--- src/hdl/mem_pkg.sv ---
// memory subsystem package
// shared word, address and byte-enable types, the Wishbone request and
// response structs, the fetch command and beat structs and the fetch FSM states

package mem_pkg;

    // one 32-bit data or instruction word
    typedef logic [31:0] word_t;

    // word address, the RAM only looks at its low bits
    typedef logic [31:0] waddr_t;

    // one enable per byte lane of a word
    typedef logic [3:0] byte_en_t;

    // number of lines in a fetch command, zero means nothing to do
    typedef logic [7:0] line_cnt_t;

    // Wishbone classic request from the host, adr is a byte address
    typedef struct packed {
        logic     cyc;
        logic     stb;
        logic     we;
        byte_en_t sel;
        logic [31:0] adr;
        word_t    dat;
    } wb_req_t;

    // Wishbone classic response back to the host
    typedef struct packed {
        logic  ack;
        word_t dat;
    } wb_rsp_t;

    // fetch command, start is a word address
    typedef struct packed {
        waddr_t    start;
        line_cnt_t lines;
    } fetch_cmd_t;

    // one word of the instruction stream with its word address
    typedef struct packed {
        waddr_t addr;
        word_t  data;
    } instr_beat_t;

    // states of the instruction fetch FSM
    typedef enum logic [1:0] {
        FETCH_IDLE,
        FETCH_READ,
        FETCH_LOAD,
        FETCH_STREAM
    } fetch_state_t;

endpackage

--- src/hdl/wb_data_port.sv ---
// Wishbone classic slave for the RAM data port
// turns single bus cycles into port B accesses, one access per cycle,
// and returns a one-cycle acknowledge with the read data

`timescale 1ns/1ns

module wb_data_port (
    input  logic                clk_i,
    input  logic                reset_i,

    input  mem_pkg::wb_req_t    wb_req_i,
    output mem_pkg::wb_rsp_t    wb_rsp_o,

    output logic                ram_en_o,
    output logic                ram_we_o,
    output mem_pkg::byte_en_t   ram_be_o,
    output mem_pkg::waddr_t     ram_addr_o,
    output mem_pkg::word_t      ram_wdata_o,
    input  mem_pkg::word_t      ram_rdata_i
);

    // bus cycle states
    typedef enum logic [1:0] {
        WB_IDLE,
        WB_READ_WAIT,
        WB_ACK
    } wb_state_t;

    wb_state_t      state_q;
    wb_state_t      state_d;
    logic           req_seen;
    mem_pkg::word_t rdata_q;

    // a new request only counts in idle
    // in the ack cycle the master still holds stb, so it must be ignored there
    assign req_seen = (state_q == WB_IDLE) && wb_req_i.cyc && wb_req_i.stb;

    // the RAM is touched once, on the cycle the request is first seen
    assign ram_en_o    = req_seen;
    assign ram_we_o    = wb_req_i.we;
    assign ram_be_o    = wb_req_i.sel;
    assign ram_wdata_o = wb_req_i.dat;

    // byte address to word address, the only place this conversion is done
    assign ram_addr_o  = {2'b00, wb_req_i.adr[31:2]};

    always_comb begin
        state_d = state_q;
        case (state_q)
            WB_IDLE: begin
                // a write is done on this edge, a read needs one more cycle
                if (req_seen) begin
                    state_d = wb_req_i.we ? WB_ACK : WB_READ_WAIT;
                end
            end
            WB_READ_WAIT: begin
                state_d = WB_ACK;
            end
            WB_ACK: begin
                state_d = WB_IDLE;
            end
            default: begin
                state_d = WB_IDLE;
            end
        endcase
    end

    always_ff @(posedge clk_i) begin
        if (reset_i) begin
            state_q <= WB_IDLE;
        end else begin
            state_q <= state_d;
        end
    end

    // the RAM read data is valid in the wait cycle and is held for the ack
    always_ff @(posedge clk_i) begin
        if (state_q == WB_READ_WAIT) begin
            rdata_q <= ram_rdata_i;
        end
    end

    // ack lasts exactly the one cycle spent in the ack state
    assign wb_rsp_o.ack = (state_q == WB_ACK);
    assign wb_rsp_o.dat = rdata_q;

endmodule

--- config.mk ---
export PLATFORM = sky130hd
export DESIGN_NAME = wb_data_port
export DESIGN_NICKNAME = d
export VERILOG_FILES = /design/src/hdl/mem_pkg.sv /design/src/hdl/wb_data_port.sv
export SDC_FILE = /design/constraint.sdc
export NUM_CORES = 1
export LEC_CHECK = 0
export BUFFER_PORTS_ARGS = -buffer_cell sky130_fd_sc_hd__buf_2
export CAP_MARGIN = 25
export CORE_AREA = 2 2 80 82
export DETAILED_ROUTE_END_ITERATION = 7
export DIE_AREA = 0 0 82 84
export GPL_TIMING_DRIVEN = 0
export PLACE_DENSITY = 0.69
export SLEW_MARGIN = 20
export SYNTH_ARGS = -nofsm -noshare
export SYNTH_HDL_FRONTEND = slang
export SYNTH_SLANG_ARGS = --single-unit
--- constraint.sdc ---
create_clock -name clk_i -period 2.7 [get_ports clk_i]
set_clock_uncertainty 0.1 [all_clocks]
set_input_delay 0.54 -clock clk_i [delete_from_list [all_inputs] [get_ports clk_i]]
set_output_delay 0.54 -clock clk_i [all_outputs]
set_load 0.02 [all_outputs]
Yosys cells after proc, flatten, opt, wreduce, memory -nomap -nowiden
Index checks and enable logic that the tools add are counted.
- register bits after elaboration: 34
- latch bits: 0
- RAM bits: 0
- ROM bits: 0
- input bits: 105
- output and inout port bits: 103
- word-level logic and storage cells: 11
- memories kept: 0
- add/sub/neg operators: 0
- multiply operators: 0
- div/mod/pow operators: 0
- order comparisons: 0
- equality and inequality tests: 3
- shifts and indexed selects: 0
- mux-type cells: 3
- bitwise gates (word level): 0
- reductions and logical operators: 3
- operators with widths (kind ; count):
    2-to-1 mux 2 bit ; 2
    case mux 2 bit (2 select lines) ; 1
    equality test 2 x 1 -> 1 bit (second input constant) ; 1
    equality test 2 bit (second input constant) ; 1
    logical AND 1 bit ; 2
    logical NOT 2 bit ; 1
    inequality test 2 bit (second input constant) ; 1

Depth between registers and ports, before layout
- depth after elaboration: 5
- gate-level depth with buffers: 2
- depth with buffers taken out: 2

Least setup slack after synthesis
No wires, ideal clock.
- path kind: input to output
- start point: input wb_req_i[69] (netlist bit)
- end point: output ram_en_o
- data arrival time: 1.063 ns
- required time: 2.060 ns
- setup slack: 0.997 ns
- stages on the path: 2
- buffers on the path: 0
- path through: nand2_1 -> nor3_1
- cells in the longest elaborated chain, start to end: 1
- RTL lines (item ; RTL line ; RTL):
    from (decl) ; wb_data_port.sv:11 ; input mem_pkg::wb_req_t wb_req_i,
    logical AND 1 bit ; wb_data_port.sv:36 ; assign req_seen = (state_q == WB_IDLE) && wb_req_i.cyc && wb_req_i.stb;
    to (decl) ; wb_data_port.sv:14 ; output logic ram_en_o,
Every way passes these cells.

Final worst setup path
Ends and elaborated chain as after synthesis.

==> flow_summary.yaml <==
floorplanning:
  placeableCoreArea_mm2: 0.006096
  dieWidth_um: 82
  num_rows: 29
  die_area_mm2: 0.006888
  start_util_pct: 25.82
  num_io_pins: 208
  dieHeight_um: 84
run_status:
  outcome: "completed"
placed_design:
  dp_cells: 327
  gpl.final_weighted_congestion: 0.7602
  port_buffers: 137
logic_synthesis:
  syn_area_mm2: 0.001574
  syn_avg_cell_area_um2: 14.05
  synth_seq_cells: 34
  netlist_instances: 112
  synth_cell_types: 11
  yosys_warnings: 0
  ys_seq_area_share_pct: 63.59
layout:
  diodes: 0
  final_layout_size_suffix_gt1_share_pct: 83.66
  stdcell_count: 334
  area_growth_pct: 54.93
  fin_util_pct: 40.00
  final_nets: 362
routing:
  drt_iter0_markers: 13
  vias: 1226
  dr.pass1.iters: 2
  via_per_inst: 3.671
  ant_nets: 0
  drc_errors: 0
  routed_wl_um: 3949
  routedWlPerCell_um: 11.82
worst_setup_path:
  worst_path_largest_cell_delay_ps: 200
  cp_max_fo: 2
  worstSetupPathType: "input port to output pin"
  slowest_stage: "buf_2"
  path_cells: "buf_2, nand2_1, nor3_1, buf_2"
  cpMostUsedCell: "buf_2"
  crit_required_ps: 2060
  cp-end-kind: "output pin"
  arrival_ps: 1040
  path_buf_inv: 2
  start_kind: "input port"
  worst_path_dominant_cell_family: "buffers and inverters"
cts:
  clockBufferDepth: 2
  clkLatencyLatePin_ps: 270
  htreeDepth: 2
  cts_tree: "yes"
  clockRootBuffer: "clkbuf_8"
  post_cts_buffers: 0
  cts_buffers: 5
  ctsHoldBuffers: 0
  clk_transition_reported_paths_ps: 60
  cts_resized: 0
  clock_sinks: 34
timing:
  worst_pin_slew_ps: 702.0
  timing_hold_violations_final: 0
  fin_setup_tns_ps: 0
  finalCriticalPeriod_ps: 1676
  fin_crit_sh_pct: 62.07
  slew_viol_final: 0
  slew_headroom_pct: 53.20
  setup_viol: 0
  holdWs_ps: 336.8
  rsz0062_at_grt: "no"
  fmaxAchievable_mhz: 596.7
job:
  max_cap_viol_count: 0
grt:
  antenna_found_initial: 0
  grt_pass1_vias: 1169
  grt-busiest-layer: "met2"
  grt_usage_pct: 10.12
  grtUsageMet3_pct: 3.355
  grt_util_met1_pct: 9.264
  grtUsageMet2_pct: 18.85
  grt_pass1_wl_um: 5175
  overflow: 0
  grt_max_degree: 33
power:
  peakVddDrop_uv: 271.1
  p_leak_nw: 1.251
  powerDensity_mw_per_mm2: 481.3
worst_hold_path:
  hold_class: "input port to flip-flop"
[state kept, by name, indices dropped and copies added (netlist names)]
name and cells:
rdata_q 32, state_q 2
[cell type report]
class,count,area (um2)
plain buffers,69,518.0
clock buffers,5,68.82
clock inverters,2,10.01
fillers,612,3657
multi-input cells,10,58.81
flip-flops and latches,34,1001
well taps,77,96.34
repair buffers,137,685.7
[logic make-up after synthesis]
kind of cell,count (synthesis),synth area share [%]
other,1,0.2382
buffers and inverters,69,32.91
and+or+nand+nor,7,2.862
DFF,34,63.59
AOI/OAI and AO/OA,1,0.3977
[worst paths after layout]
check | cells after the start | slack [ps] | startpoint | endpoint
setup / recovery | 4 | 1020 | wb_req_i[69] | ram_en_o
hold / removal | 1 | 340 | ram_rdata_i[0] | rdata_q[0]
setup reg to reg | 1 | 1180 | state_q[0] | rdata_q[17]
hold reg to reg | 1 | 400 | state_q[1] | state_q[1]
[layer usage]
metal,routed length [um],vias up,share of wire [%]
met5,0,-,0
met4,79,0,2.0
met3,568,5,14
met2,2061,112,52
met1,1239,519,31
li1,-,590,-
[through the flow]
| stage | area (um2) | setup slack [ps] | power [mW] |
|---|---|---|---|
| 3_3_place_gp | 2360 | 1061 | 0.8509 |
| 6_report | 2439 | 1024 | 1.174 |
| 4_1_cts | 2439 | 1022 | 1.189 |
| 3_5_place_dp | 2360 | 1022 | 0.8540 |
| 2_1_floorplan | 1578 | 997.2 | 0.7708 |
| 5_1_grt | 2439 | 987.4 | 1.219 |
[report_power, final]
group	switching, mW	internal (mW)
logic	0.127	0.123
clock network	0.161	0.172
registers	0.00282	0.588
total	0.291	0.883
[placed cells by master (no fill, tap or decap)]
| cell | Yosys | layout |
|---|---|---|
| buf_2 | 0 | 137 |
| buf_4 | 69 | 69 |
| edfxtp_1 | 32 | 32 |
| clkbuf_8 | 0 | 5 |
| nor3_1 | 2 | 2 |
| conb_1 | 1 | 2 |
| clkinv_2 | 0 | 2 |
| dfxtp_1 | 2 | 2 |
| nor2b_1 | 1 | 1 |
| nand2_1 | 1 | 1 |
| and2b_2 | 1 | 1 |
| or3_1 | 1 | 1 |
| nor3_2 | 1 | 1 |
| a31oi_1 | 1 | 1 |
[cell usage after synthesis]
library cell | number | area [um2]
nor3_1 | 2 | 10.01
nor3_2 | 1 | 10.01
nor2b_1 | 1 | 6.260
nand2_1 | 1 | 3.750
or3_1 | 1 | 6.260
buf_4 | 69 | 518.0
a31oi_1 | 1 | 6.260
edfxtp_1 | 32 | 960.9
and2b_2 | 1 | 8.760
conb_1 | 1 | 3.750
dfxtp_1 | 2 | 40.04
No activity file was read; power rests on OpenSTA's default activity.
