--- src/hdl/mem_pkg.sv ---
// memory subsystem package
// shared word, address and byte-enable types, the Wishbone request and
// response structs, the fetch command and beat structs and the fetch FSM states

package mem_pkg;

    // one 32-bit data or instruction word
    typedef logic [31:0] word_t;

    // word address, the RAM only looks at its low bits
    typedef logic [31:0] waddr_t;

    // one enable per byte lane of a word
    typedef logic [3:0] byte_en_t;

    // number of lines in a fetch command, zero means nothing to do
    typedef logic [7:0] line_cnt_t;

    // Wishbone classic request from the host, adr is a byte address
    typedef struct packed {
        logic     cyc;
        logic     stb;
        logic     we;
        byte_en_t sel;
        logic [31:0] adr;
        word_t    dat;
    } wb_req_t;

    // Wishbone classic response back to the host
    typedef struct packed {
        logic  ack;
        word_t dat;
    } wb_rsp_t;

    // fetch command, start is a word address
    typedef struct packed {
        waddr_t    start;
        line_cnt_t lines;
    } fetch_cmd_t;

    // one word of the instruction stream with its word address
    typedef struct packed {
        waddr_t addr;
        word_t  data;
    } instr_beat_t;

    // states of the instruction fetch FSM
    typedef enum logic [1:0] {
        FETCH_IDLE,
        FETCH_READ,
        FETCH_LOAD,
        FETCH_STREAM
    } fetch_state_t;

endpackage

--- src/hdl/fetch_ctrl.sv ---
// instruction fetch controller
// accepts fetch commands and, per line, reads the RAM line port, loads the
// serializer and waits until the line has been streamed out

`timescale 1ns/1ns

module fetch_ctrl (
    input  logic    clk_i,
    input  logic    reset_i,

    input  logic    cmd_valid_i,
    output logic    cmd_ready_o,
    input  logic    cmd_lines_zero_i,

    input  logic    last_i,
    input  logic    line_done_i,

    output logic    cnt_load_o,
    output logic    cnt_advance_o,
    output logic    ram_en_o,
    output logic    ser_load_o,
    output logic    busy_o
);

    mem_pkg::fetch_state_t state_q;
    mem_pkg::fetch_state_t state_d;
    logic                  cmd_take;

    // commands are only taken while idle
    assign cmd_ready_o = (state_q == mem_pkg::FETCH_IDLE);
    assign cmd_take    = cmd_ready_o && cmd_valid_i;

    // a zero-line command is consumed but never loads the counter
    assign cnt_load_o  = cmd_take && !cmd_lines_zero_i;

    // the counter address is settled in the read state, RAM data in the load state
    assign ram_en_o    = (state_q == mem_pkg::FETCH_READ);
    assign ser_load_o  = (state_q == mem_pkg::FETCH_LOAD);

    // move to the next line once the current one is fully taken
    assign cnt_advance_o = (state_q == mem_pkg::FETCH_STREAM) && line_done_i && !last_i;

    assign busy_o = (state_q != mem_pkg::FETCH_IDLE);

    always_comb begin
        state_d = state_q;
        case (state_q)
            mem_pkg::FETCH_IDLE: begin
                if (cnt_load_o) begin
                    state_d = mem_pkg::FETCH_READ;
                end
            end
            mem_pkg::FETCH_READ: begin
                state_d = mem_pkg::FETCH_LOAD;
            end
            mem_pkg::FETCH_LOAD: begin
                state_d = mem_pkg::FETCH_STREAM;
            end
            mem_pkg::FETCH_STREAM: begin
                // a stalled stream holds the FSM here, so no line is read ahead
                if (line_done_i) begin
                    state_d = last_i ? mem_pkg::FETCH_IDLE : mem_pkg::FETCH_READ;
                end
            end
            default: begin
                state_d = mem_pkg::FETCH_IDLE;
            end
        endcase
    end

    always_ff @(posedge clk_i) begin
        if (reset_i) begin
            state_q <= mem_pkg::FETCH_IDLE;
        end else begin
            state_q <= state_d;
        end
    end

endmodule

--- config.mk ---
export PLATFORM = sky130hd
export DESIGN_NAME = fetch_ctrl
export DESIGN_NICKNAME = d
export VERILOG_FILES = /design/src/hdl/mem_pkg.sv /design/src/hdl/fetch_ctrl.sv
export SDC_FILE = /design/constraint.sdc
export NUM_CORES = 1
export LEC_CHECK = 0
export BUFFER_PORTS_ARGS = -buffer_cell sky130_fd_sc_hd__buf_2
export CORE_AREA = 4 4 41 43
export CTS_CLUSTER_DIAMETER = 40
export DETAILED_ROUTE_END_ITERATION = 10
export DIE_AREA = 0 0 45 47
export PLACE_DENSITY = 0.47
export RECOVER_POWER = 100
export SLEW_MARGIN = 15
export SYNTH_ARGS = -nofsm -noshare
export SYNTH_HDL_FRONTEND = slang
export SYNTH_SLANG_ARGS = --single-unit
--- constraint.sdc ---
create_clock -name clk_i -period 1.2 [get_ports clk_i]
set_input_delay 0.36 -clock clk_i [delete_from_list [all_inputs] [get_ports clk_i]]
set_output_delay 0.36 -clock clk_i [all_outputs]
set_load 0.05 [all_outputs]
* Word level (Yosys, flattened, before mapping) *
Cells that the tools add are included.

storage, ports and cells
  output and inout bits = 6
  register bits after elaboration = 2
  input port bits = 6
  word-level logic and storage cells = 19

operators by class
  reductions and logical operators = 9
  equal/unequal tests = 5
  multiplexer cells = 4

operators by type and width
  operator                                        count
  one-hot mux 2 bit (4 select lines)              1
  == test 2 bit (second input constant)           2
  logical AND 1 bit                               4
  2-to-1 mux 2 bit                                2
  == test 2 x 1 -> 1 bit (second input constant)  1
  zero test 1 bit                                 2
  zero test 2 bit                                 1
  != test 2 x 1 -> 1 bit (second input constant)  1
  != test 2 bit (second input constant)           1
  AND reduction 2 bit                             1
  nonzero test 2 bit                              1
  2-to-1 mux 1 bit                                1

* Depth between registers and ports, before layout *
Gate-level depths: netlist of run 1.

  depth in word-level cells = 5
  depth in mapped cells = 5
  mapped depth without buffers = 5

* Least setup slack after synthesis of run 1 *
OpenSTA, ideal clock, no wires.

  path kind = flip-flop to output port
  start = register state_q[0]
  end = output cnt_load_o
  stages on the path, launching flop included = 5
  slack = -1.240 ns
  data arrival time = 2.080 ns
  data required time = 0.840 ns
  path through = dfxtp_1 > inv_1 > ha_1 > inv_1 > nor2_1

on the way
  word-level cells in the longest chain between the ends = 3

RTL lines
  element                 RTL line          RTL
  from (decl)             fetch_ctrl.sv:25  mem_pkg::fetch_state_t state_q;
  from (signal assigned)  fetch_ctrl.sv:73  state_q <= mem_pkg::FETCH_IDLE;
  from (signal assigned)  fetch_ctrl.sv:75  state_q <= state_d;
  zero test 2 bit         fetch_ctrl.sv:30  assign cmd_ready_o = (state_q == mem_pkg::FETCH_IDLE);
  net cmd_ready_o         fetch_ctrl.sv:12  output logic cmd_ready_o,
  logical AND 1 bit       fetch_ctrl.sv:31  assign cmd_take = cmd_ready_o && cmd_valid_i;
  logical AND 1 bit       fetch_ctrl.sv:34  assign cnt_load_o = cmd_take && !cmd_lines_zero_i;
  to (decl)               fetch_ctrl.sv:18  output logic cnt_load_o,

The timed path passes the listed nets, and every way through them passes these cells.

* Final worst setup path of run 1 *
  start = register state_q[1]
  end = output cnt_advance_o

on the way
  word-level cells in the longest chain between the ends = 3

RTL lines
  element                         RTL line          RTL
  == test 2 bit                   fetch_ctrl.sv:41  assign cnt_advance_o = (state_q == mem_pkg::FETCH_STREAM) && line_done_i && !last_i;
  logical AND 1 bit (2 in a row)  fetch_ctrl.sv:41
  to (decl)                       fetch_ctrl.sv:19  output logic cnt_advance_o,

Every way passes these cells.

==> metrics.md, run 1 <==
| Metric | Value |
|---|---|
| Commonest non-fill, non-tap cell in the layout | `buf_4` |
| Dpl ws | `-150 ps` |
| Die width | `45 um` |
| Yosys cell types | `13` |
| Final setup margin | `-298 ps` |
| Setup Skew | `0.835 ps` |
| Max-cap violations | `0` |
| Largest regs | `state_q x2` |
| Vias in the first global route | `249` |
| Status | `finished, violations left` |
| Top reg by flops | `state_q` |
| Leak Pwr | `0.000233 uW` |
| Vias/cell | `4.06` |
| Hold/Removal Path Class | `primary input to register` |
| Max-slew violations | `0` |
| Worst setup SP type | `register` |
| Detailed-router iteration count before antenna repair | `4` |
| # diodes | `0` |
| Worst EP required | `840 ps` |
| Crit end category | `output pin` |
| Routed wire per std cell | `9.17 um` |
| Final net count | `61` |
| H-Tree Depth | `1` |
| Slew HR | `88.6%` |
| Critical Path Sink | `cnt_advance_o` |
| Clock tree sinks | `2` |
| Final critical-path required period | `1500 ps` |
| Most frequent cells in the layout | `buf_4, buf_2, ha_4, buf_6, clkbuf_4` |
| FMAX | `668 MHz` |
| Largest net degree at the start of global routing | `5` |
| Die Ht | `47 um` |
| R2r endpoint | `state_q[0]` |
| Clk_lat worst skew | `220 ps` |
| Failing checks | `setup timing` |
| Core Region | `1300 sq um` |
| Final setup violation count | `8` |
| Worst reg2reg path depth | `5` |
| Synth Register Bits | `2` |
| Iteration-0 DRC Markers | `3` |
| Crit path launch | `state_q[1]` |
| Seq/Total Area, Yosys | `19.3%` |
| Crit Reg-Reg Startpoint | `state_q[1]` |
| Root Buffer | `clkbuf_4` |
| Die area | `2120 sq um` |
| DR DRC count | `0` |
| Clk pin slew, worst setup/hold paths | `30 ps` |
| RSZ-0062 raised after global routing | `yes` |
| Crit path kind | `register to output pin` |
| Flop-to-flop setup slack | `-80 ps` |
| GRT Total Usage | `7.26%` |
| Synthesis warning total | `0` |
| Crit path max fanout | `4` |
| Total Power | `1470 uW` |
| Antenna Nets Post-Route | `0` |
| Max Root-Sink Buffers | `2` |
| Synth Cell Area | `208 sq um` |
| Critical Path AT | `1140 ps` |
| Synthesized Nets | `35` |
| Fillers | `142` |
| Max FFs per register | `2` |
| Least-Margin Pin Slew | `171 ps` |
| Syn Area/Cell | `8.65 sq um` |
| # IOs | `12` |
| Initial antenna violation count | `0` |
| First-pass GRT wire length | `986 um` |
| Peak supply drop | `0.00122 V` |
| Final WL | `578 um` |
| Final period util | `125%` |
| Grt total ovfl | `0` |
| CTS tree | `done` |
| Initial Util | `16.0%` |
| Cells after Synth | `24` |
| Share of post-route cells with drive strength above 1 | `81.3%` |
| CTS buffer count | `3` |
| Hold violation count in the final report | `0` |
| Area grow syn2layout | `145%` |
| Routability congestion estimate | `0.655` |
| Total number of vias | `256` |
| PortBufs | `11` |
| PwrDens | `2890 nW/um^2` |
| HPWL Detailed | `467 um` |
| Rows | `13` |
-- cell families after synthesis --
kind of cell / synth area share [%]
AND/OR/NAND/NOR: 19.9
buffers and inverters: 9.04
adder cells (fa/ha/maj): 30.1
AO/OA/AOI/OAI: 16.9
flip-flops: 19.3
multiplexers: 4.82
-- what timing repair did --
action                                  4_1_cts  5_1_grt
setup buffers                                 2        0
endpoints found under the hold margin         0        0
hold buffers                                  0        0
endpoints found under the setup margin        8        8
gates resized for setup                      21        4
pin swaps                                     4        1
-- routing by layer --
layer	GRT usage, %	up-vias	wire length, um
met3	3.83	2	79
met1	7.71	111	232
met2	9.32	15	250
li1	-	128	-
met5	0	-	0
met4	8.77	0	15
-- synthesized netlist by cell type --
| cell | number | share of area, % |
|---|---|---|
| nand2b_4 | 1 | 6.6 |
| a211oi_1 | 1 | 3.6 |
| ha_1 | 5 | 30 |
| nor2_1 | 2 | 3.6 |
| nor2b_1 | 1 | 3.0 |
| nand2_1 | 2 | 3.6 |
| dfxtp_1 | 2 | 19 |
| inv_1 | 5 | 9.0 |
| mux2i_1 | 1 | 4.8 |
| o221a_1 | 1 | 5.4 |
| a21o_1 | 1 | 3.6 |
| and3_1 | 1 | 3.0 |
| a211o_1 | 1 | 4.2 |
-- area by class of cell --
cell class                 count  area [sq um]  area share [%]
tap                           15          18.8            3.69
sequential                     2          42.5            8.37
timing repair buffer          21           175            34.5
inverter                       5          27.5            5.42
multi-input combinational     17           221            43.6
clock buffer                   3          22.5            4.43
-- critical path: stages (launching register included) --
cell     delay (ps)
dfxtp_2         370
ha_2            210
and3_4          180
buf_6           150
-- worst min-delay path by stage --
stage                          start         end  slack [ps]  depth (start not counted)
after floorplan           state_q[1]  state_q[1]         470                          2
after global placement    state_q[1]  state_q[1]         480                          2
after detailed placement  state_q[1]  state_q[1]         490                          2
after CTS                    reset_i  state_q[1]         410                          4
after global routing         reset_i  state_q[0]         430                          3
final                        reset_i  state_q[1]         420                          4
-- stage by stage --
stage          TNS [ps]  instances  hold slack [ps]  cell area [sq um]  util (%)
2_1_floorplan      -666         24              470                239         -
4_1_cts           -1680         63              415                495      38.1
3_5_place_dp       -764         58              495                373      28.7
6_report          -1620         63              419                508      39.0
5_1_grt           -2080         63              426                508      39.0
3_3_place_gp       -671         58              480                373      28.7
-- where the power goes --
group | internal [uW] | leakage, uW | switching, uW
registers | 104 | 0.0000172 | 43.5
clock network | 110 | 0.0000138 | 37.4
logic | 546 | 0.000202 | 626
No activity file was read; power rests on OpenSTA's default activity.
==> run 2: changes to the inputs <==
- CORE_AREA: 4 4 41 43 -> 2 2 39 41
- DIE_AREA: 0 0 45 47 -> 0 0 41 43
- PLACE_DENSITY: 0.47 -> 0.46
- clock period: 1.2 -> 1.7 ns (I/O delays scaled with it)
==> run 2 against run 1 <==
The run now ends clean. Via count fell by 15%. Worst hold slack better by 84 ps. Final area fell by 29%. Cell count shrank 13%. Clock power down 28%. Global-route usage fell by 0.95 points. Routed wire length decreased by 14%. Sequential power fell by 29%. Sequential share of layout area grew 3.4 points. Count of clock-buffer cells in the layout stayed put. Largest cell class unchanged. Setup slack better by 350 ps. Sequential cell count unchanged.
==> metrics.md, run 2 (same netlist as run 1, synthesis figures left out) <==
| Metric | Value |
|---|---|
| Status | `completed` |
| Buffers and inverters on the worst path | `3 (+2)` |
| CTS tree | `done` |
| First-pass GRT wire length | `717 um (-27%)` |
| GRT Total Usage | `6.31% (-0.95 points)` |
| Final WL | `495 um (-14%)` |
| Detailed-router iteration count before antenna repair | `4 (unchanged)` |
| Peak supply drop | `0.000523 V (-57%)` |
| Critical Path AT | `1140 ps (about the same)` |
| CTS buffer count | `3 (unchanged)` |
| Worst EP required | `1190 ps (+350 ps)` |
| Area grow syn2layout | `73.5%` |
| Max Root-Sink Buffers | `2 (unchanged)` |
| Crit path kind | `register to output pin` |
| Fillers | `151 (+6.3%)` |
| Max FFs per register | `2 (unchanged)` |
| Critical-path cell list | `inv_4 -> ha_4 -> clkinvlp_4 -> nor2_4 -> buf_8` |
| Hold buffers post-CTS | `0 (unchanged)` |
| FMAX | `605 MHz` |
| Final net count | `52 (-15%)` |
| Vias/cell | `3.96 (-2.5%)` |
| Routability congestion estimate | `0.608 (-7.2%)` |
| Vias in the first global route | `196 (-21%)` |
| Core Region | `1380 sq um (+6.3%)` |
| Hold violation count in the final report | `0 (unchanged)` |
| H-Tree Depth | `1 (unchanged)` |
| Initial antenna violation count | `0 (unchanged)` |
| Grt total ovfl | `0 (unchanged)` |
| Top reg by flops | `state_q` |
| Most frequent cells in the layout | `buf_2, ha_1, clkbuf_4` |
| Leak Pwr | `0.000183 uW (-21%)` |
| Worst setup SP type | `register` |
| Share of post-route cells with drive strength above 1 | `59.0% (-22 points)` |
| HPWL Detailed | `397 um (-15%)` |
| Fin area | `360 sq um (-29%)` |
| Die Ht | `43 um (-8.5%)` |
| Die area | `1760 sq um (-17%)` |
| Crit end category | `output pin` |
| Final critical-path required period | `1650 ps` |
| Max incr delay on CP | `340 ps (-30 ps)` |
| # diodes | `0 (unchanged)` |
| Largest net degree at the start of global routing | `6 (+1)` |
| Largest regs | `state_q x2` |
| Least-Margin Pin Slew | `258 ps (+86.7 ps)` |
| Routed wire per std cell | `9.00 um (-1.9%)` |
| Commonest non-fill, non-tap cell in the layout | `buf_2` |
| Crit path max fanout | `4 (unchanged)` |
| PwrDens | `2130 nW/um^2 (-26%)` |
| Die width | `41 um (-8.9%)` |
| Max-slew violations | `0 (unchanged)` |
| Root Buffer | `clkbuf_4` |
| Final hold slack | `504 ps (+84.5 ps)` |
| PortBufs | `11 (unchanged)` |
| # IOs | `12 (unchanged)` |
| Slew HR | `82.9% (-5.6 points)` |
| Crit-path leading delay family | `flip-flops` |
| Clock tree sinks | `2 (unchanged)` |
| Antenna Nets Post-Route | `0 (unchanged)` |
| Total number of vias | `218 (-15%)` |
| Clk pin slew, worst setup/hold paths | `30 ps (about the same)` |
| Setup Skew | `4.53 ps (+3.70 ps)` |
| Slowest CP cell | `dfxtp_2` |
| Iteration-0 DRC Markers | `1 (-2)` |
| Max-cap violations | `0 (unchanged)` |
| Total Power | `766 uW (-48%)` |
| Post-DP Area | `309 sq um (-17%)` |
| Final setup violation count | `0 (-8)` |
| Clk_lat worst skew | `230 ps (about the same)` |
| Final period util | `97.2%` |
| DR DRC count | `0 (unchanged)` |
| Initial Util | `15.0% (-0.95 points)` |
| Hold/Removal Path Class | `register to register` |
| Rows | `14 (+1)` |
-- run 2: cell count changes in the layout (fill, tap and decap cells not counted), sizes merged --
cell and change:
clkbuf +1, buf -10
-- run 2: layer usage --
layer / wire (um) / track usage, % / share of wire, % / vias up
met5: 0 / 0 / 0 / -
met4: 0 / 2.00 / 0 / 0
met3: 60 / 6.28 / 12 / 0
met2: 208 / 9.06 / 42 / 16
met1: 226 / 6.05 / 46 / 91
li1: - / - / - / 111
-- run 2: worst register-to-register path: stages (launching register included) --
cell     delay [ps]
dfxtp_2         360
inv_2            70
buf_4           130
ha_1            190
a211o_1         270
o221a_1         250
-- run 2: report_power, final --
group / leakage (uW) / internal [uW] / switching (uW)
clock: 0.0000138 / 78.0 / 28.1
combinational: 0.000152 / 191 / 364
sequential: 0.0000172 / 73.3 / 31.9
-- run 2: worst paths after layout --
kind         slack [ps]  depth (start not counted)        from    endpoint
max                  50                          5  state_q[0]  cnt_load_o
min                 500                          2  state_q[1]  state_q[1]
max reg2reg         320                          5  state_q[1]  state_q[0]
min reg2reg         500                          2  state_q[1]  state_q[1]
-- run 2: timing repair --
action	4_1_cts	5_1_grt
setup buffers	0	1
setup endpoints to repair	1	3
pin swaps	0	1
resized for setup	2	6
-- run 2: area by class of cell --
type	count	area [sq um]	share of cell area, %
Sequential cell	2	42.5	11.8
Timing Repair Buffer	12	81.3	22.6
Multi-Input combinational cell	17	169	46.9
Inverter	5	25.0	6.94
Tap cell	16	20.0	5.56
Clock buffer	3	22.5	6.25
-- run 2: metrics by stage --
| stage | util [%] | setup slack [ps] | TNS (ps) | instances |
|---|---|---|---|---|
| after global placement | 22.3 | 96.2 | 0 | 51 |
| after floorplan | - | -139 | -139 | 24 |
| after global routing | 26.0 | -3.28 | -3.28 | 55 |
| final | 26.0 | 48.1 | 0 | 55 |
| after detailed placement | 22.3 | 94.1 | 0 | 51 |
| after CTS | 24.4 | 5.94 | 0 | 54 |
