`config.mk`:
```
export PLATFORM = sky130hd
export DESIGN_NAME = fetch_counter
export DESIGN_NICKNAME = d
export VERILOG_FILES = /design/src/hdl/mem_pkg.sv /design/src/hdl/fetch_counter.sv
export SDC_FILE = /design/constraint.sdc
export NUM_CORES = 1
export LEC_CHECK = 0
export CORE_UTILIZATION = 50
export DETAILED_ROUTE_END_ITERATION = 7
export DONT_BUFFER_PORTS = 1
export PLACE_DENSITY_LB_ADDON = 0.2
export SLEW_MARGIN = 20
export SYNTH_ARGS = -nofsm -noshare
export SYNTH_HDL_FRONTEND = slang
export SYNTH_SLANG_ARGS = --single-unit
```
`constraint.sdc`:
```
create_clock -name clk_i -period 1.5 [get_ports clk_i]
set_input_delay 0.3 -clock clk_i [delete_from_list [all_inputs] [get_ports clk_i]]
set_output_delay 0.3 -clock clk_i [all_outputs]
set_load 0.05 [all_outputs]
```
`src/hdl/mem_pkg.sv`:
```
// memory subsystem package
// shared word, address and byte-enable types, the Wishbone request and
// response structs, the fetch command and beat structs and the fetch FSM states

package mem_pkg;

    // one 32-bit data or instruction word
    typedef logic [31:0] word_t;

    // word address, the RAM only looks at its low bits
    typedef logic [31:0] waddr_t;

    // one enable per byte lane of a word
    typedef logic [3:0] byte_en_t;

    // number of lines in a fetch command, zero means nothing to do
    typedef logic [7:0] line_cnt_t;

    // Wishbone classic request from the host, adr is a byte address
    typedef struct packed {
        logic     cyc;
        logic     stb;
        logic     we;
        byte_en_t sel;
        logic [31:0] adr;
        word_t    dat;
    } wb_req_t;

    // Wishbone classic response back to the host
    typedef struct packed {
        logic  ack;
        word_t dat;
    } wb_rsp_t;

    // fetch command, start is a word address
    typedef struct packed {
        waddr_t    start;
        line_cnt_t lines;
    } fetch_cmd_t;

    // one word of the instruction stream with its word address
    typedef struct packed {
        waddr_t addr;
        word_t  data;
    } instr_beat_t;

    // states of the instruction fetch FSM
    typedef enum logic [1:0] {
        FETCH_IDLE,
        FETCH_READ,
        FETCH_LOAD,
        FETCH_STREAM
    } fetch_state_t;

endpackage

```
`src/hdl/fetch_counter.sv`:
```
// fetch line counter
// holds the word address of the next line to read and the number of lines
// still to fetch, addresses wrap modulo the RAM depth

`timescale 1ns/1ns

module fetch_counter #(
    parameter int ADDR_WIDTH = 10,
    parameter int LINE_WORDS = 4
) (
    input  logic                clk_i,
    input  logic                reset_i,

    input  logic                load_i,
    input  mem_pkg::fetch_cmd_t cmd_i,
    input  logic                advance_i,

    output mem_pkg::waddr_t     addr_o,
    output logic                last_o
);

    // keeps word addresses inside the RAM so the stream shows the wrap
    localparam mem_pkg::waddr_t WORD_MASK = mem_pkg::waddr_t'((2 ** (ADDR_WIDTH - 2)) - 1);

    mem_pkg::waddr_t    addr_q;
    mem_pkg::line_cnt_t lines_q;

    always_ff @(posedge clk_i) begin
        if (reset_i) begin
            addr_q  <= '0;
            lines_q <= '0;
        end else if (load_i) begin
            addr_q  <= cmd_i.start & WORD_MASK;
            lines_q <= cmd_i.lines;
        end else if (advance_i) begin
            addr_q  <= (addr_q + mem_pkg::waddr_t'(LINE_WORDS)) & WORD_MASK;
            lines_q <= lines_q - 1'b1;
        end
    end

    assign addr_o = addr_q;

    // the count includes the line in flight, so one left means final line
    assign last_o = (lines_q == mem_pkg::line_cnt_t'(1));

endmodule

```
**Yosys cells after proc, flatten, opt, wreduce, memory -nomap -nowiden**

Index checks and enable logic that the tools add are counted.

- Add/subtract/negate cells: 2
- Eq/ne operators: 1
- Multiplexer cells: 4
- Reductions and logical operators: 1

Operator list:

| operator | number |
|---|---|
| 8-bit 2-to-1 mux | 4 |
| 8-bit by 3-bit adder with 8-bit output, second input constant | 1 |
| 8-bit by 1-bit == test with 1-bit output, second input constant | 1 |
| 8-bit by 1-bit subtractor with 8-bit output, second input constant | 1 |
| 2-bit nonzero test | 1 |

- Register bits after elaboration: 16
- Input port bits: 44
- Output and inout bits: 33
- Word-level logic and storage cells: 10

**Depth between registers and ports, before layout**

Gate-level depths: netlist of the first run.

- Word-level depth: 3
- Depth in mapped cells: 5
- Mapped depth without buffers: 5

**Worst setup path before layout of the first run**

OpenSTA, ideal clock, no wires.

- Kind: reg2out
- Start point: register lines_q[3]
- End point: output port last_o
- Arrival time: 2.235 ns
- Required time: 1.200 ns
- Slack: -1.035 ns
- Cell stages (with the launch flop): 3
- Buffers on the path: 0
- Path through: dfxtp_1 > or3_4 > nor4_1

- Longest elaborated chain between the ends: 1

Ends and longest elaborated chain:

| item | line | RTL |
|---|---|---|
| start, declared | fetch_counter.sv:26 | `mem_pkg::line_cnt_t lines_q;` |
| start signal, assigned | fetch_counter.sv:34 | `lines_q <= cmd_i.lines;` |
| start signal, assigned | fetch_counter.sv:37 | `lines_q <= lines_q - 1'b1;` |
| 8-bit by 1-bit == test with 1-bit output | fetch_counter.sv:44 | `assign last_o = (lines_q == mem_pkg::line_cnt_t'(1));` |
| end, declared | fetch_counter.sv:19 | `output logic last_o` |

Every way passes these cells.

**Worst setup path after layout of the first run**

- Start point: register lines_q[5]
- End point: output port last_o

The elaborated chain is that of the path after synthesis.

==> summary.txt, run 1 <==
Synthesis
  • Top cells by area, synth: dfxtp_1, buf_4, xor2_1
  • Seq/Total Area, Yosys: between 30% and 40%
  • Syn Std Cell Area: 1030 sq um
  • Number of synthesized flops with an enable pin: 0
  • Number of synthesized register bits: 16
  • Ys flop type: dfxtp_1
  • Top-count cell post-synth: buf_4
  • Syn avg cell area: approximately 8.3 sq um
  • Synth Warn #: 0
  • Ys async rst share: 0%
  • Top cells by count, synth: buf_4, dfxtp_1, nand2_1
  • Cell taking the most area after synthesis: dfxtp_1
  • Yosys top cell area share: 31.0%
  • Synth Instances: 125
  • Synth unique cells: 33

Timing
  • Max-slew violations: 0
  • # setup viols final: 2
  • Minimum clock period: ~1700 ps
  • Final Hold Viols: 0
  • Final WS setup: -218 ps
  • Slew headroom: 66.3%
  • Setup TNS: -376 ps
  • Fmax: 0.582 GHz
  • Final Cycle Share: 115%
  • Final Skew: 6.83 ps
  • Least-Margin Pin Slew: 504 ps
  • RSZ-0062 raised after global routing: yes

Route
  • Vias post-DR: 788
  • Antenna Nets Post-Route: 0
  • DRT Wirelength: 1.76 mm
  • Routed WL per cell: around 11 microns
  • DRT iter0 DRCs: 4
  • DRC violations left: 0
  • Via density per instance: between 4 and 5
  • Pre-antenna DRT Iters: 3

Global routing
  • Vias in the first global route: 661
  • Wire length of the first global-routing pass: 2.76 mm
  • Congestion Overflow GR: 0
  • Overall Global Routing Usage: 17.7%
  • Largest net degree at the start of global routing: 19
  • Initial antenna violation count: 0

Place
  • Dpl hpwl: 1.31 mm
  • Post-Place Cells: about 160
  • IO buf count: 0
  • Placer Congestion: ~0.79
  • Placed instance area: 1060 sq um
  • Post-placement setup slack: -63.8 ps

Die
  • Core area: around 2000 sq um
  • Io pins: 77
  • Die width: 47.5 microns
  • Die Ht: approximately 47 microns
  • Row count: 16
  • DIE AREA: 2250 sq um
  • Starting Density: 52.7%

Outcome
  • Failing checks: setup timing
  • Run status: finished with violations

Clock network
  • Hold_buf cts: 0
  • Clock Sinks: 16
  • Worst skew pair latency: 290 ps
  • CTS HTree Levels: 1
  • Total CTS buffers: 3
  • CTS tree: done
  • Clock tree buffer depth: 2
  • Clk slew on worst S/H paths: 100 ps
  • Root buffer cell: clkbuf_4

Layout
  • Share of cells above drive strength 1: 22.6%
  • Non-filler instance count after layout: 160
  • Diodes inserted: 0
  • # fillers: 200
  • Nets: 181
  • Non-Filler Cell Area, Final: between 1000 and 1500 sq um
  • Area delta synth->final: 7.99%
  • Fin util: 56.9%

Worst setup path
  • CP arrival: roughly 1400 ps
  • Worst setup EP type: output pin
  • Kind of critical path: flip-flop to output pin
  • CP required: 1200 ps
  • Critical path origin: lines_q[5]$_SDFFE_PP0N_
  • Startpoint Class: flip-flop
  • Critical R2R Launch: lines_q[5]$_SDFFE_PP0N_
  • Max Fanout on Critical Path: 3

Flow run
  • Max-Cap Viols: 0

Power and ir drop
  • Power per cell area: 1030 nW/um^2
  • Worst VDD drop: 0.000513 V
  • Pleak: 0.487 nW

Min path
  • Worst hold path startpoint: reset_i
  • Hold crit path type: input pin to flip-flop
[sequential cells by signal, indices dropped and copies added (netlist names)]
signal	cells
lines_q	8
addr_o	8
[final cells by class]
cell class / count / area, sq um / share of cell area (%)
clock buffers: 4 / 36.3 / 3.25
multi-input cells: 97 / 601 / 53.8
well taps: 27 / 33.8 / 3.03
flip-flops and latches: 16 / 328 / 29.4
repair buffers: 12 / 103 / 9.19
inverters: 4 / 15.0 / 1.35
[cell usage in the layout, fill, tap and decap left out]
cell	n
a211oi_1	5
a21bo_2	1
a21oi_1	7
a221oi_1	1
a311oi_1	2
a311oi_2	1
and3_1	1
buf_12	1
buf_4	11
clkbuf_4	3
clkbuf_8	1
conb_1	24
dfxtp_1	10
dfxtp_2	6
ha_1	3
inv_1	4
mux2_2	1
mux2i_1	2
nand2_1	11
nand2_2	1
nand2b_1	1
nand4_1	2
nand4bb_1	1
nor2_1	11
nor3_1	1
nor4_1	1
nor4_4	1
nor4b_1	1
nor4b_2	1
o211ai_1	1
o21ai_0	1
o31ai_1	2
or3_1	2
or3_4	1
or3b_2	1
or4_1	2
xnor2_1	1
xor2_1	6
[cell families (layout without fill, tap and decap cells)]
group / Yosys count / after routing / synth area share (%)
AO/OA/AOI/OAI: 21 / 21 / 14.0
other: 1 / 24 / 0.363
multiplexers: 3 / 3 / 3.03
adder cells (fa/ha/maj): 3 / 3 / 3.63
XOR/XNOR: 7 / 7 / 5.93
buffers and inverters: 35 / 20 / 21.5
AND/OR/NAND/NOR: 39 / 39 / 20.5
flip-flops: 16 / 16 / 31.0
[routing by layer]
metal,global-route usage [%],wire length (microns)
met2,28.2,797
met1,22.5,826
met3,3.77,122
met5,0,0
met4,8.57,15
[power breakdown]
| group | switching (mW) | internal, mW | total [mW] |
|---|---|---|---|
| sequential | 0.0454 | 0.460 | 0.506 |
| combinational | 0.247 | 0.0976 | 0.344 |
| clock | 0.148 | 0.148 | 0.296 |
[per-stage QoR]
stage | hold slack [ps] | total power, mW
after global routing | 37.8 | 1.20
after global placement | 364 | 0.843
after CTS | 49.5 | 1.15
final | 52.7 | 1.15
after floorplan | 437 | 0.857
after detailed placement | 369 | 0.849
[path summary, 6_finish.rpt]
| kind | slack (ps) | to | cells past startpoint |
|---|---|---|---|
| setup / recovery | -220 | last_o | 3 |
| hold / removal | 50 | lines_q[1]$_SDFFE_PP0N_ | 1 |
| setup reg to reg | -160 | lines_q[6]$_SDFFE_PP0N_ | 4 |
| hold reg to reg | 520 | addr_o[7]$_SDFFE_PP0N_ | 2 |
[repair_timing]
| item | CTS | global route |
|---|---|---|
| resized for setup | 2 | 3 |
| setup endpoints to repair | 2 | 3 |
| pin swaps | 1 | 0 |
| setup buffers | 1 | 0 |
[critical path, stage by stage (launching register included)]
cell     delay, ps
dfxtp_2        340
or3_4          400
nor4_4         210
buf_12         180
No activity file was read; power rests on OpenSTA's default activity.
==> run 2: changes to the inputs <==
CTS_BUF_LIST = sky130_fd_sc_hd__clkbuf_4   (was not set)
==> run 2 against run 1 <==
- the run still ends with setup timing left
- setup slack got worse by 5.2 ps
- maximum frequency decreased by 0.30%
- clock power decreased by 18%
- largest cell class unchanged
- count of clock-buffer cells in the layout decreased by 1
- sequential power about the same
==> summary.txt, run 2 (synthesis gave the netlist of run 1 again) <==
Layout
  • # fillers: 204 (+2.0%)
  • Non-Filler Cell Area, Final: 1110 sq um (-0.90%)
  • Area of the multi-input gates: 601 sq um (unchanged)
  • Most frequent cells in the layout: conb_1, nor2_1, nand2_1, buf_4, dfxtp_1
  • Diodes inserted: 0 (unchanged)
  • Area delta synth->final: 7.02%
  • Seq. cell area: 328 sq um (unchanged)
  • Most common cell after layout, fill and taps aside: conb_1
  • Nets: 181 (unchanged)
  • Fin util: 56.4% (-0.51 points)
  • Share of cells above drive strength 1: 21.8% (-0.75 points)

Place
  • IO buf count: 0 (unchanged)
  • Dpl hpwl: 1.31 mm (unchanged)
  • Post-placement setup slack: -63.8 ps (unchanged)
  • Placer Congestion: 0.785 (unchanged)
  • Placed instance area: 1060 sq um (unchanged)

Flow run
  • Max-Cap Viols: 0 (unchanged)

Global routing
  • Vias in the first global route: 658 (-0.45%)
  • Initial antenna violation count: 0 (unchanged)
  • Wire length of the first global-routing pass: 2.75 mm (-0.25%)
  • Overall Global Routing Usage: 17.4% (-0.23 points)
  • Largest net degree at the start of global routing: 19 (unchanged)
  • Congestion Overflow GR: 0 (unchanged)

Worst setup path
  • Reg-to-reg slack, setup: -160 ps (about the same)
  • Worst setup EP type: output pin
  • Kind of critical path: flip-flop to output pin
  • Reg2Reg Depth: 4 (unchanged)
  • Max Fanout on Critical Path: 3 (unchanged)
  • Worst-path cell chain: or3_4, nor4_4, buf_12
  • Setup crit end: last_o
  • Slowest cell delay on critical path: 400 ps (about the same)
  • CP arrival: 1420 ps (about the same)
  • CP required: 1200 ps (about the same)
  • Critical R2R Launch: lines_q[5]$_SDFFE_PP0N_
  • Worst r2r dst: lines_q[6]$_SDFFE_PP0N_
  • Startpoint Class: flip-flop
  • Max stage delay cell, worst path: or3_4
  • Critical path origin: lines_q[5]$_SDFFE_PP0N_

Power and ir drop
  • Pleak: 0.482 nW (-1.2%)
  • Final Power: 1.09 mW (-4.7%)
  • Worst VDD drop: 0.000513 V (about the same)
  • Power per cell area: 988 nW/um^2 (-3.8%)

Min path
  • Hold crit path type: input pin to flip-flop
  • Hold Crit Depth: 1 (unchanged)

Die
  • Die width: 47.5 microns (unchanged)
  • DIE AREA: 2250 sq um (unchanged)
  • Io pins: 77 (unchanged)
  • Die Ht: 47.5 microns (unchanged)
  • Starting Density: 52.7% (unchanged)
  • Core area: 1960 sq um (unchanged)
  • Row count: 16 (unchanged)

Timing
  • Final Cycle Share: 115% (+0.35 points)
  • Final Hold Viols: 0 (unchanged)
  • Smallest hold slack: 53.2 ps (+0.457 ps)
  • RSZ-0062 raised after global routing: yes
  • Max-slew violations: 0 (unchanged)
  • Minimum clock period: 1720 ps (+5.23 ps)
  • Slew headroom: 66.3% (about the same)
  • Least-Margin Pin Slew: 504 ps (+0.0135 ps)
  • # setup viols final: 2 (unchanged)
  • Final Skew: 8.05 ps (+1.21 ps)
  • Fmax: 0.580 GHz (-0.30%)
  • Final WS setup: -223 ps (-5.23 ps)

Route
  • Via density per instance: 4.94 (+0.25%)
  • Pre-antenna DRT Iters: 4 (+1)
  • DRC violations left: 0 (unchanged)
  • DRT Wirelength: 1.77 mm (+0.28%)
  • Antenna Nets Post-Route: 0 (unchanged)
  • Vias post-DR: 790 (+0.25%)
  • Met3 routed WL: 127 microns (+4.1%)
  • Met2 wire len: 795 microns (-0.25%)
  • DRT met1 WL: 830 microns (+0.48%)
  • Max layer used: met4
  • DRT iter0 DRCs: 4 (unchanged)
  • Routed WL per cell: 11.0 microns (+0.28%)

Outcome
  • Run status: finished with violations
  • Failing checks: setup timing

Clock network
  • CTS tree: done
  • Clk slew on worst S/H paths: 100 ps (about the same)
  • CTS HTree Levels: 1 (unchanged)
  • Root buffer cell: clkbuf_4
  • Clock tree buffer depth: 2 (unchanged)
  • Worst skew pair latency: 290 ps (about the same)
  • Total CTS buffers: 3 (unchanged)
  • Hold_buf cts: 0 (unchanged)
  • Clock Sinks: 16 (unchanged)
==> run 2: changes by cell type in the layout (fill, tap and decap cells not counted) <==
cell,delta
clkinv_1,+1
clkbuf_8,-1
==> run 2: worst min-delay path by stage <==
| stage | start | end | slack (ps) |
|---|---|---|---|
| 2_1_floorplan | cmd_i[10] | addr_o[2]$_SDFFE_PP0N_ | 440 |
| 3_3_place_gp | reset_i | addr_o[3]$_SDFFE_PP0N_ | 360 |
| 3_5_place_dp | reset_i | addr_o[2]$_SDFFE_PP0N_ | 370 |
| 4_1_cts | reset_i | lines_q[1]$_SDFFE_PP0N_ | 50 |
| 5_1_grt | reset_i | lines_q[1]$_SDFFE_PP0N_ | 40 |
| 6_report | reset_i | lines_q[1]$_SDFFE_PP0N_ | 50 |
==> run 2: cell type report <==
class | instances | area share (%)
inverter | 4 | 1.36
clock buffer | 3 | 2.04
clock inverter | 1 | 0.339
tap | 27 | 3.05
multi-input combinational | 97 | 54.3
timing repair buffer | 12 | 9.28
sequential | 16 | 29.6
==> run 2: per-stage QoR <==
stage / setup TNS (ps) / instances
final: -386 / 160
after detailed placement: -63.8 / 155
after global placement: 0 / 155
after CTS: -383 / 160
after floorplan: -40.2 / 148
after global routing: -477 / 160
==> run 2: report_power, final <==
part,switching [mW],total [mW],internal (mW),leakage (nW)
clock,0.146,0.243,0.0968,0.0154
combinational,0.246,0.344,0.0975,0.331
sequential,0.0455,0.506,0.460,0.135
==> run 2: per-layer routing <==
| layer | vias to the layer above | track usage [%] |
|---|---|---|
| li1 | 400 | - |
| met1 | 351 | 22.8 |
| met2 | 37 | 27.9 |
| met3 | 2 | 3.77 |
| met4 | 0 | 6.86 |
| met5 | - | 0 |
==> run 2: timing repair <==
action | in CTS | in global routing
endpoints found under the setup margin | 2 | 3
gates resized for setup | 3 | 2
pin swaps | 1 | 0
buffers inserted | 1 | 0
==> run 2: worst max-delay path, delay by kind of cell (launching register included) <==
kind	cells	cell delay (ps)
buffers and inverters	1	180
and+or+nand+nor	2	610
DFF	1	340
==> run 3: changes to the inputs <==
PLACE_DENSITY_LB_ADDON = 0.3   (was 0.2)
RECOVER_POWER = 50   (was not set)
==> run 3 against run 2 <==
- the run still ends with setup timing left
- power shrank 0.74%
- clock power down 7%
- die area unchanged
- first-iteration DRC count is 25% higher
- utilization increased by 0.51 points
- register-to-register slack gained 160 ps
- final area rose by 0.91%
- final cell count grew 1.3%
- largest power group unchanged
==> summary.txt, run 3 (synthesis gave the netlist of run 1 again) <==
Outcome
  • Run status: finished with violations
  • Failing checks: setup timing

Layout
  • Diodes inserted: 0 (unchanged)
  • # fillers: 217 (+6.4%)
  • Area of the multi-input gates: 607 sq um (+1.0%)
  • Most frequent cells in the layout: conb_1, dfxtp_1, nand2_1
  • Nets: 183 (+1.1%)
  • Seq. cell area: 324 sq um (-1.1%)
  • Area delta synth->final: 7.99%
  • Share of cells above drive strength 1: 19.3% (-2.5 points)
  • Most common cell after layout, fill and taps aside: conb_1

Global routing
  • Largest net degree at the start of global routing: 19 (unchanged)
  • Wire length of the first global-routing pass: 2.58 mm (-6.3%)
  • Vias in the first global route: 635 (-3.5%)
  • Congestion Overflow GR: 0 (unchanged)
  • Initial antenna violation count: 0 (unchanged)
  • Overall Global Routing Usage: 16.6% (-0.78 points)

Die
  • Starting Density: 52.7% (unchanged)
  • Core area: 1960 sq um (unchanged)
  • Row count: 16 (unchanged)
  • DIE AREA: 2250 sq um (unchanged)
  • Die width: 47.5 microns (unchanged)
  • Io pins: 77 (unchanged)
  • Die Ht: 47.5 microns (unchanged)

Worst setup path
  • CP arrival: 1480 ps (+60 ps)
  • CP required: 1200 ps (about the same)
  • Reg2Reg Depth: 3 (-1)
  • CP top delay family: simple AND/OR/NAND/NOR gates
  • Slowest cell delay on critical path: 380 ps (-20 ps)
  • Max Fanout on Critical Path: 2 (-1)
  • WP buf/inv: 2 (+1)
  • Startpoint Class: flip-flop
  • Worst setup EP type: output pin
  • Crit. path cell count: 4 (+1)
  • Max stage delay cell, worst path: or3_4
  • Worst-path cell chain: or3_4, buf_6, nor4_4, buf_12
  • Kind of critical path: flip-flop to output pin

Timing
  • Final Skew: 1.84 ps (-6.21 ps)
  • Smallest hold slack: 68.2 ps (+15.0 ps)
  • Max-slew violations: 0 (unchanged)
  • Slew headroom: 65.5% (-0.86 points)
  • Final WS setup: -277 ps (-54.0 ps)
  • Final Hold Viols: 0 (unchanged)
  • # setup viols final: 1 (-1)
  • Final Cycle Share: 118% (+3.6 points)
  • RSZ-0062 raised after global routing: yes
  • Least-Margin Pin Slew: 517 ps (+12.9 ps)
  • Minimum clock period: 1780 ps (+54.0 ps)
  • Fmax: 0.563 GHz (-3.0%)

Power and ir drop
  • Worst VDD drop: 0.000782 V (+52%)
  • Pleak: 0.491 nW (+1.9%)
  • Final Power: 1.08 mW (-0.74%)
  • Power per cell area: 972 nW/um^2 (-1.6%)

Clock network
  • Worst skew pair latency: 280 ps (about the same)
  • Clock tree buffer depth: 2 (unchanged)
  • Clk slew on worst S/H paths: 90 ps (about the same)
  • CTS HTree Levels: 1 (unchanged)
  • CTS tree: done
  • Clock Sinks: 16 (unchanged)
  • Hold_buf cts: 0 (unchanged)
  • Total CTS buffers: 3 (unchanged)
  • Root buffer cell: clkbuf_4

Route
  • Max layer used: met3
  • DRT iter0 DRCs: 5 (+1)
  • DRC violations left: 0 (unchanged)
  • Pre-antenna DRT Iters: 4 (unchanged)
  • Antenna Nets Post-Route: 0 (unchanged)
  • Met3 routed WL: 138 microns (+8.7%)
  • Routed WL per cell: 11.0 microns (-0.62%)
  • DRT met1 WL: 808 microns (-2.7%)
  • DRT Wirelength: 1.78 mm (+0.62%)
  • Vias post-DR: 803 (+1.6%)
  • Via density per instance: 4.96 (+0.39%)
  • Met2 wire len: 830 microns (+4.4%)

Place
  • Placer Congestion: 0.717 (-8.7%)
  • Post-placement setup slack: -51.8 ps (+12.0 ps)
  • IO buf count: 0 (unchanged)
  • Dpl hpwl: 1.38 mm (+5.3%)

Flow run
  • Max-Cap Viols: 0 (unchanged)

Min path
  • Hold crit path type: input pin to flip-flop
  • Hold Crit Depth: 1 (unchanged)
-- run 3: changes by cell type in the layout (fill, tap and decap cells not counted), sizes merged --
| cell | delta |
|---|---|
| clkbuf | +4 |
| buf | -2 |
-- run 3: layer usage --
| metal | vias to the layer above | GRT usage (%) |
|---|---|---|
| met3 | 0 | 7.92 |
| met2 | 38 | 28.8 |
| met5 | - | 0 |
| li1 | 404 | - |
| met4 | 0 | 1.71 |
| met1 | 361 | 19.3 |
-- run 3: what timing repair did --
action,4_1_cts,5_1_grt
resized for setup,1,4
endpoints found under the setup margin,2,4
pin swaps,1,1
setup buffers,0,0
-- run 3: area by class of cell --
type / count / area share [%]
multi-input cells: 97 / 54.4
clock buffers: 3 / 2.02
flip-flops and latches: 16 / 29.0
repair buffers: 14 / 9.87
clock inverters: 1 / 0.336
well taps: 27 / 3.03
inverters: 4 / 1.35
-- run 3: final timing paths --
| check | startpoint | end | slack [ps] |
|---|---|---|---|
| max | lines_q[5]$_SDFFE_PP0N_ | last_o | -280 |
| min | reset_i | addr_o[3]$_SDFFE_PP0N_ | 70 |
| max reg2reg | lines_q[5]$_SDFFE_PP0N_ | lines_q[6]$_SDFFE_PP0N_ | 0 |
| min reg2reg | addr_o[7]$_SDFFE_PP0N_ | addr_o[7]$_SDFFE_PP0N_ | 510 |
-- run 3: where the power goes --
part	total [mW]	internal (mW)	leakage, nW	switching [mW]
clock	0.227	0.0966	0.0154	0.130
combinational	0.354	0.103	0.342	0.252
sequential	0.504	0.459	0.134	0.0451
total	1.08	0.658	0.491	0.427
-- run 3: stage by stage --
step           std cells  setup TNS [ps]  util [%]  cell area, sq um
2_1_floorplan        148           -40.2         -              1140
3_3_place_gp         158               0      55.2              1080
3_5_place_dp         158           -51.8      55.2              1080
4_1_cts              162            -311      56.8              1110
5_1_grt              162            -412      56.9              1120
6_report             162            -277      56.9              1120
